<file path="config.mk">
export PLATFORM = sky130hd
export DESIGN_NAME = gyro_loop_top
export DESIGN_NICKNAME = d
export VERILOG_FILES = /design/src/hw/gyro_pkg.sv /design/src/hw/gyro_loop_top.sv /design/src/hw/dac_pack.sv /design/src/hw/loop_channel.sv /design/src/hw/mod_gen.sv
export SDC_FILE = /design/constraint.sdc
export NUM_CORES = 2
export LEC_CHECK = 0
export BUFFER_PORTS_ARGS = -buffer_cell sky130_fd_sc_hd__buf_2
export CORE_UTILIZATION = 57
export CTS_BUF_LIST = sky130_fd_sc_hd__clkbuf_8
export DETAILED_ROUTE_END_ITERATION = 16
export PLACE_DENSITY = 0.86
export SLEW_MARGIN = 5
export SYNTH_ARGS = -nofsm -noshare
export SYNTH_HDL_FRONTEND = slang
export SYNTH_HIERARCHICAL = 1
export SYNTH_SLANG_ARGS = --single-unit
</file>
<file path="constraint.sdc">
create_clock -name CLOCK_DAC_1 -period 8.24 [get_ports CLOCK_DAC_1]
set_clock_uncertainty 0.2 [all_clocks]
set_input_delay 1.648 -clock CLOCK_DAC_1 [delete_from_list [all_inputs] [get_ports CLOCK_DAC_1]]
set_output_delay 1.648 -clock CLOCK_DAC_1 [all_outputs]
set_load 0.02 [all_outputs]
</file>
<file path="src/hw/gyro_pkg.sv">
package gyro_pkg;

	// adc sample width, two's complement from the converter
	localparam int ADC_W = 14;

	// dac word width
	localparam int DAC_W = 16;

	// feedback gain is a right shift of 0..15
	localparam int GAIN_W = 4;

	// one signed adc sample
	typedef logic signed [ADC_W-1:0] adc_t;

	// dac word or modulation amplitude
	// amplitudes are signed, dac words simply wrap
	typedef logic signed [DAC_W-1:0] dac_t;

	// loop word for error, step, ramp and half-period count
	typedef logic signed [31:0] word_t;

	// gain shift amount
	typedef logic [GAIN_W-1:0] gain_t;

endpackage
</file>
<file path="src/hw/gyro_loop_top.sv">
`timescale 1ns/1ps

module gyro_loop_top #(
	parameter int NUM_CH   = 3,
	parameter int WAIT_CNT = 4,
	parameter int AVG_LOG2 = 3
) (
	input  logic            CLOCK_DAC_1,
	input  logic            i_rst,
	input  gyro_pkg::adc_t  i_adc [NUM_CH],
	input  logic [NUM_CH-1:0] i_polarity,
	input  logic [NUM_CH-1:0] i_fb_on,
	input  gyro_pkg::word_t i_freq_cnt,
	input  gyro_pkg::dac_t  i_amp_h,
	input  gyro_pkg::dac_t  i_amp_l,
	input  gyro_pkg::gain_t i_gain,
	input  gyro_pkg::word_t i_const_step,
	output logic            o_status,
	output logic [NUM_CH-1:0] o_err_valid,
	output gyro_pkg::word_t o_err [NUM_CH],
	output gyro_pkg::word_t o_step [NUM_CH],
	output gyro_pkg::dac_t  o_dac [NUM_CH]
);
	// shared bias modulation
	logic           step_trig;
	gyro_pkg::dac_t mod_out;

	// per-channel phase ramps into the packer
	gyro_pkg::word_t ramp [NUM_CH];

	mod_gen #(
		.WAIT_CNT (WAIT_CNT),
		.AVG_LOG2 (AVG_LOG2)
	) u_mod_gen (
		.CLOCK_DAC_1 (CLOCK_DAC_1),
		.i_rst       (i_rst),
		.i_freq_cnt  (i_freq_cnt),
		.i_amp_h     (i_amp_h),
		.i_amp_l     (i_amp_l),
		.o_status    (o_status),
		.o_step_trig (step_trig),
		.o_mod_out   (mod_out)
	);

	// one closed loop per fiber channel, all on the same modulation
	for (genvar g = 0; g < NUM_CH; g++) begin : g_ch
		loop_channel #(
			.WAIT_CNT (WAIT_CNT),
			.AVG_LOG2 (AVG_LOG2)
		) u_loop_channel (
			.CLOCK_DAC_1  (CLOCK_DAC_1),
			.i_rst        (i_rst),
			.i_status     (o_status),
			.i_step_trig  (step_trig),
			.i_adc        (i_adc[g]),
			.i_polarity   (i_polarity[g]),
			.i_fb_on      (i_fb_on[g]),
			.i_gain       (i_gain),
			.i_const_step (i_const_step),
			.o_err_valid  (o_err_valid[g]),
			.o_err        (o_err[g]),
			.o_step       (o_step[g]),
			.o_ramp       (ramp[g])
		);
	end

	dac_pack #(
		.NUM_CH (NUM_CH)
	) u_dac_pack (
		.CLOCK_DAC_1 (CLOCK_DAC_1),
		.i_rst       (i_rst),
		.i_ramp      (ramp),
		.i_mod_out   (mod_out),
		.o_dac       (o_dac)
	);

endmodule

</file>
<file path="src/hw/dac_pack.sv">
`timescale 1ns/1ps

module dac_pack #(
	parameter int NUM_CH = 3
) (
	input  logic            CLOCK_DAC_1,
	input  logic            i_rst,
	input  gyro_pkg::word_t i_ramp [NUM_CH],
	input  gyro_pkg::dac_t  i_mod_out,
	output gyro_pkg::dac_t  o_dac [NUM_CH]
);
	// top bits of each ramp, the fraction below is dropped
	gyro_pkg::dac_t ramp_hi [NUM_CH];

	always_comb begin
		for (int i = 0; i < NUM_CH; i++) begin
			ramp_hi[i] = i_ramp[i][31 -: gyro_pkg::DAC_W];
		end
	end

	// serrodyne ramp plus bias modulation
	// sum wraps at 16 bits like the phase it drives
	always_ff @(posedge CLOCK_DAC_1) begin
		if (i_rst) begin
			for (int i = 0; i < NUM_CH; i++) begin
				o_dac[i] <= '0;
			end
		end else begin
			for (int i = 0; i < NUM_CH; i++) begin
				o_dac[i] <= ramp_hi[i] + i_mod_out;
			end
		end
	end

endmodule

</file>
<file path="src/hw/loop_channel.sv">
`timescale 1ns/1ps

module loop_channel #(
	parameter int WAIT_CNT = 4,
	parameter int AVG_LOG2 = 3
) (
	input  logic            CLOCK_DAC_1,
	input  logic            i_rst,
	input  logic            i_status,
	input  logic            i_step_trig,
	input  gyro_pkg::adc_t  i_adc,
	input  logic            i_polarity,
	input  logic            i_fb_on,
	input  gyro_pkg::gain_t i_gain,
	input  gyro_pkg::word_t i_const_step,
	output logic            o_err_valid,
	output gyro_pkg::word_t o_err,
	output gyro_pkg::word_t o_step,
	output gyro_pkg::word_t o_ramp
);
	localparam int AVG_N   = 1 << AVG_LOG2;
	localparam int CNT_MAX = (WAIT_CNT > AVG_N) ? WAIT_CNT : AVG_N;
	localparam int CNT_W   = $clog2(CNT_MAX + 1);

	// fsm states
	localparam logic [1:0] S_IDLE = 2'd0;
	localparam logic [1:0] S_WAIT = 2'd1;
	localparam logic [1:0] S_ACC  = 2'd2;

	logic [1:0]       state;
	// shared by the settling wait and the sample count
	logic [CNT_W-1:0] cnt;
	// half captured at the trigger, 1 = high half
	logic             half_hi;
	// sign-extended running sum of the window
	gyro_pkg::word_t  sum;
	gyro_pkg::word_t  high_avg;
	// high average stored, waiting for its low partner
	logic             high_pend;

	gyro_pkg::word_t  sum_nxt;
	gyro_pkg::word_t  avg;
	gyro_pkg::word_t  diff;
	gyro_pkg::word_t  step_nxt;

	// last sample folds straight into the average
	assign sum_nxt = sum + gyro_pkg::word_t'(i_adc);
	assign avg     = sum_nxt >>> AVG_LOG2;
	assign diff    = high_avg - avg;

	// closed loop integrates the error, open loop holds a fixed step
	assign step_nxt = i_fb_on ? (o_step + (o_err >>> i_gain)) : i_const_step;

	always_ff @(posedge CLOCK_DAC_1) begin
		if (i_rst) begin
			state       <= S_IDLE;
			cnt         <= '0;
			half_hi     <= 1'b0;
			high_pend   <= 1'b0;
			o_err_valid <= 1'b0;
			o_err       <= '0;
		end else begin
			o_err_valid <= 1'b0;
			case (state)
				S_IDLE: begin
					if (i_step_trig) begin
						state   <= S_WAIT;
						cnt     <= '0;
						half_hi <= i_status;
					end
				end
				S_WAIT: begin
					// let the fiber settle after the bias edge
					if (cnt == CNT_W'(WAIT_CNT - 1)) begin
						state <= S_ACC;
						cnt   <= '0;
					end else begin
						cnt <= cnt + 1'b1;
					end
				end
				S_ACC: begin
					if (cnt == CNT_W'(AVG_N - 1)) begin
						state <= S_IDLE;
						cnt   <= '0;
						if (half_hi) begin
							high_pend <= 1'b1;
						end else if (high_pend) begin
							// error only once a full high/low pair exists
							high_pend   <= 1'b0;
							o_err_valid <= 1'b1;
							o_err       <= i_polarity ? -diff : diff;
						end
					end else begin
						cnt <= cnt + 1'b1;
					end
				end
				default: begin
					state <= S_IDLE;
				end
			endcase
		end
	end

	// window sum and stored high average
	always_ff @(posedge CLOCK_DAC_1) begin
		if (state == S_WAIT) begin
			sum <= '0;
		end else if (state == S_ACC) begin
			sum <= sum_nxt;
		end
		if (state == S_ACC && cnt == CNT_W'(AVG_N - 1) && half_hi) begin
			high_avg <= avg;
		end
	end

	// step and ramp move one cycle after the error strobe
	always_ff @(posedge CLOCK_DAC_1) begin
		if (i_rst) begin
			o_step <= '0;
			o_ramp <= '0;
		end else if (o_err_valid) begin
			o_step <= step_nxt;
			// ramp wraps at 32 bits, that is the 2pi reset
			o_ramp <= o_ramp + step_nxt;
		end
	end

	// the half period must leave room for the full window
	a_trig_idle : assert property (
		@(posedge CLOCK_DAC_1) disable iff (i_rst)
		i_step_trig |-> (state == S_IDLE)
	) else $error("modulation edge arrived during wait or accumulate");

	a_err_pulse : assert property (
		@(posedge CLOCK_DAC_1) disable iff (i_rst)
		o_err_valid |=> !o_err_valid
	) else $error("error strobe longer than one cycle");

endmodule

</file>
<file path="src/hw/mod_gen.sv">
`timescale 1ns/1ps

module mod_gen #(
	parameter int WAIT_CNT = 4,
	parameter int AVG_LOG2 = 3
) (
	input  logic            CLOCK_DAC_1,
	input  logic            i_rst,
	input  gyro_pkg::word_t i_freq_cnt,
	input  gyro_pkg::dac_t  i_amp_h,
	input  gyro_pkg::dac_t  i_amp_l,
	output logic            o_status,
	output logic            o_step_trig,
	output gyro_pkg::dac_t  o_mod_out
);
	// cycles spent in the current half, runs 1..i_freq_cnt
	// starts at 0 out of reset so the first half is a full period too
	gyro_pkg::word_t half_cnt;
	logic            half_end;

	assign half_end = (half_cnt == i_freq_cnt);

	always_ff @(posedge CLOCK_DAC_1) begin
		if (i_rst) begin
			half_cnt    <= '0;
			o_status    <= 1'b0;
			o_step_trig <= 1'b0;
		end else begin
			// trigger lands in the same cycle as the new half
			o_step_trig <= half_end;
			if (half_end) begin
				half_cnt <= 32'sd1;
				o_status <= ~o_status;
			end else begin
				half_cnt <= half_cnt + 32'sd1;
			end
		end
	end

	// amplitude follows the half directly
	assign o_mod_out = o_status ? i_amp_h : i_amp_l;

	// every channel must finish wait + average + error before the next edge
	a_freq_window : assert property (
		@(posedge CLOCK_DAC_1) disable iff (i_rst)
		i_freq_cnt > gyro_pkg::word_t'(WAIT_CNT + (1 << AVG_LOG2) + 1)
	) else $error("half period too short for the channel window");

endmodule

</file>
==> metrics.md <==
| Metric | Value |
|---|---|
| Status | `finished, final reports clean` |
| Proportion of layout cells with a drive suffix above 1 | `between 15 and 20%` |
| Pre-CTS setup slack | `-0.320 ns` |
| Root Driver | `clkbuf_8` |
| Vias in the first global route | `~45000` |
| Dpl hpwl | `approximately 120000 um` |
| Syn avg cell area | `8.36 sq um` |
| Setup crit end kind | `flip-flop` |
| Final setup fails | `0` |
| Via count | `between 40000 and 50000` |
| Reg-to-Reg Start | `g_ch[2].u_loop_channel/o_err[15]` |
| RSZ-0062 raised after global routing | `true` |
| R2R depth | `36` |
| Req. time, crit path | `slightly below 9 ns` |
| R2R Path End | `g_ch[2].u_loop_channel/o_ramp[31]` |
| Synth unique cells | `~140` |
| # clock sinks | `580` |
| Max-Cap Viols | `0` |
| DR vias/cell | `roughly 6` |
| Max Slew Vio Count | `0` |
| Number of remaining DRC errors | `0` |
| Reg clk slew, reported paths | `roughly 0.06 ns` |
| Core Area | `0.0868 sq mm` |
| Hold path depth | `2` |
| Min cycle time layout | `between 7 and 8 ns` |
| Reg2Reg Setup Slack | `around 1.3 ns` |
| Synth cell count leaders | `710 x nor2_1, 493 x dfxtp_1, 430 x nand2_1, 425 x a21oi_1, 402 x ha_1` |
| Clock Latency Late Sink | `a little under 0.8 ns` |
| Maximum clock frequency | `around 130 MHz` |
| CTS Hold Bufs | `0` |
| H-tree depth | `3` |
| Worst Path Arrival | `just over 8 ns` |
| Rows | `between 100 and 150` |
| Slowest-stage cell, CP | `a2111oi_1` |
| Hold EP | `g_ch[0].u_loop_channel/o_ramp[11]` |
| Layout area overhead | `14.1%` |
| Post-Route WL | `~150000 um` |
| Slew HR | `between 20% and 30%` |
| Area contributors post-synth | `dfxtp_1 20%, ha_1 10%, mux2i_1 6.3%` |
| Largest stage delay, worst path | `around 0.5 ns` |
| Global-route usage over all layers | `33.1%` |
| Die Footprint | `between 0.08 and 0.09 sq mm` |
| Post-route ant nets | `0` |
| First-pass GRT wire length | `~240000 um` |
| Initial antenna violation count | `17` |
| Inst Count DP | `~7600` |
| Hold Crit Class | `reg -> reg` |
| Synthesized net count | `around 6500` |
| Pwr dens | `around 210 mW/mm^2` |
| Synth Register Bits | `just under 600` |
| Placer Congestion | `0.973` |
| Final std cells w/o fill | `a little under 8000` |
| Sequential share of the synthesized area | `25.0%` |
| Final hold viol count | `0` |
| Initial core utilization | `57.5%` |
| Hold Startpoint | `g_ch[0].u_loop_channel/o_ramp[11]` |
| CP startpoint kind | `input port` |
| Synth Cell Area | `about 0.05 sq mm` |
| Yosys top cell area share | `between 10% and 20%` |
| Largest area contributor in the netlist | `dfxtp_1` |
| Crit-path max FO | `10` |
| Fin Setup TNS | `0 ns` |
| Total congestion overflow | `0` |
| Number of flops mapped to enable cells by yosys | `87` |
| Nets@finish | `about 7100` |
| Slew @ Worst Pin | `1.05 ns` |
| Final Total Pwr | `12.0 mW` |
| I/O pins | `slightly below 400` |
| WS Path Type | `in -> reg` |
| # port buffers | `393` |
| Longest Clk Path Bufs | `3` |
| Die Ht | `~300 um` |
| Main synth FF type | `dfxtp_1` |
| Post-route setup slack | `0.461 ns` |
| Initial drt markers | `about 4000` |
| Avg WL per Cell | `19.7 um` |
| CTS tree | `done` |
| First-pass iteration count of the detailed router | `8` |
| Total CTS buffers | `106` |
| Pleak | `around 25 nW` |
| Ys Warns | `6` |
| Final core utilization | `65.6%` |
| Synth async-reset ratio | `0%` |
| Die width | `just under 300 um` |
| Largest net degree at the start of global routing | `between 80 and 90` |
| Synth Instances | `around 6000` |
| Most common cell in the netlist | `nor2_1` |
| Peak supply drop | `approximately 0.00018 V` |
| Fin crit share | `between 90 and 100%` |
## report_power, final
part	switching, mW	total [mW]	internal [mW]
combinational	3.56	5.89	2.33
sequential	0.0757	3.15	3.08
clock	1.33	2.94	1.61
## flip-flops by register name, summed over array words and instances, names as in the netlist, 6 cells and up
| signal | count |
|---|---|
| g_ch.u_loop_channel/state | 6 |
| g_ch.u_loop_channel/o_step | 96 |
| u_dac_pack/o_dac | 48 |
| g_ch.u_loop_channel/sum | 96 |
| g_ch.u_loop_channel/high_avg | 87 |
| g_ch.u_loop_channel/o_err | 96 |
| g_ch.u_loop_channel/cnt | 12 |
| u_mod_gen/half_cnt | 32 |
| g_ch.u_loop_channel/o_ramp | 96 |
## layout make-up
cell class                      count  area [sq um]
Multi-Input combinational cell   4880         35500
Antenna cell                       13          32.5
Inverter                          247           942
Timing Repair Buffer              689          4260
Tap cell                         1155          1450
Fill cell                        7122         29800
Clock inverter                     58           420
Clock buffer                      135          1860
Sequential cell                   580         12500
## through the flow
| stage | area [sq um] | hold WS [ns] |
|---|---|---|
| final | 56900 | 0.280 |
| after global routing | 56900 | 0.290 |
| after CTS | 56800 | 0.281 |
| after detailed placement | 54600 | 0.274 |
| after global placement | 54600 | 0.254 |
| after floorplan | 49900 | 0.245 |
## worst max-delay path by stage
stage               from                                 to  slack, ns  depth (start not counted)
2_1_floorplan  i_gain[1]  g_ch[2].u_loop_channel/o_ramp[31]     -0.003                         34
3_3_place_gp   i_gain[0]  g_ch[2].u_loop_channel/o_ramp[31]      -0.15                         34
3_5_place_dp   i_gain[0]  g_ch[0].u_loop_channel/o_ramp[31]      -0.32                         31
4_1_cts        i_gain[0]  g_ch[2].u_loop_channel/o_ramp[31]       0.48                         37
5_1_grt        i_gain[1]  g_ch[2].u_loop_channel/o_ramp[31]      -0.07                         38
6_report       i_gain[1]  g_ch[0].u_loop_channel/o_ramp[31]       0.46                         37
## kinds of logic after synthesis
group	share of synthesized area [%]
adder cells (fa/ha/maj)	11.0
XOR/XNOR	8.76
buffers and inverters	4.00
flip-flops	25.0
AO/OA/AOI/OAI	20.9
AND/OR/NAND/NOR	18.5
multiplexers	11.8
## routing by layer
metal | global-route usage [%] | vias up | wire, um
met2 | 53.5 | 1896 | 68700
met1 | 39.5 | 22400 | 60400
met4 | 19.3 | 22 | 9170
li1 | - | 22900 | -
met5 | 0 | - | 148
met3 | 8.64 | 463 | 14300
## worst max-delay path: cells and delay by family
kind            cells  cell delay [ns]
compound gates     18             3.15
mux                 3             0.92
fa+ha+maj           3             0.89
buf+inv             5             0.59
simple gates        5             0.54
xor+xnor            3             0.47
## cell usage in the layout, fill, tap and decap left out, types with 47 or more instances in the layout
cell type	netlist	routed
nor3_1	114	114
mux2i_1	315	314
and2_1	47	47
a21oi_1	425	423
o31ai_1	51	51
a21o_1	153	153
inv_1	234	260
o21a_1	66	66
mux2_2	112	112
nand2b_1	62	62
nor2_1	710	707
nand3_1	134	134
xor2_1	200	200
nand4_1	56	56
o21bai_1	49	49
nand2_1	430	430
and3_1	74	74
clkbuf_8	0	135
or3_1	57	57
xnor2_1	261	261
buf_4	5	294
a211oi_1	142	142
dfxtp_1	493	490
a31oi_1	62	60
o21ai_0	232	228
edfxtp_1	87	87
ha_1	402	398
buf_2	28	389
mux4_2	63	63
nor2b_1	86	86
## timing repair
action / in CTS / in global routing
setup endpoints to repair: 0 / 4
buffers inserted: 0 / 1
gates resized for setup: 0 / 10
Power figures use the tool's default switching activity.
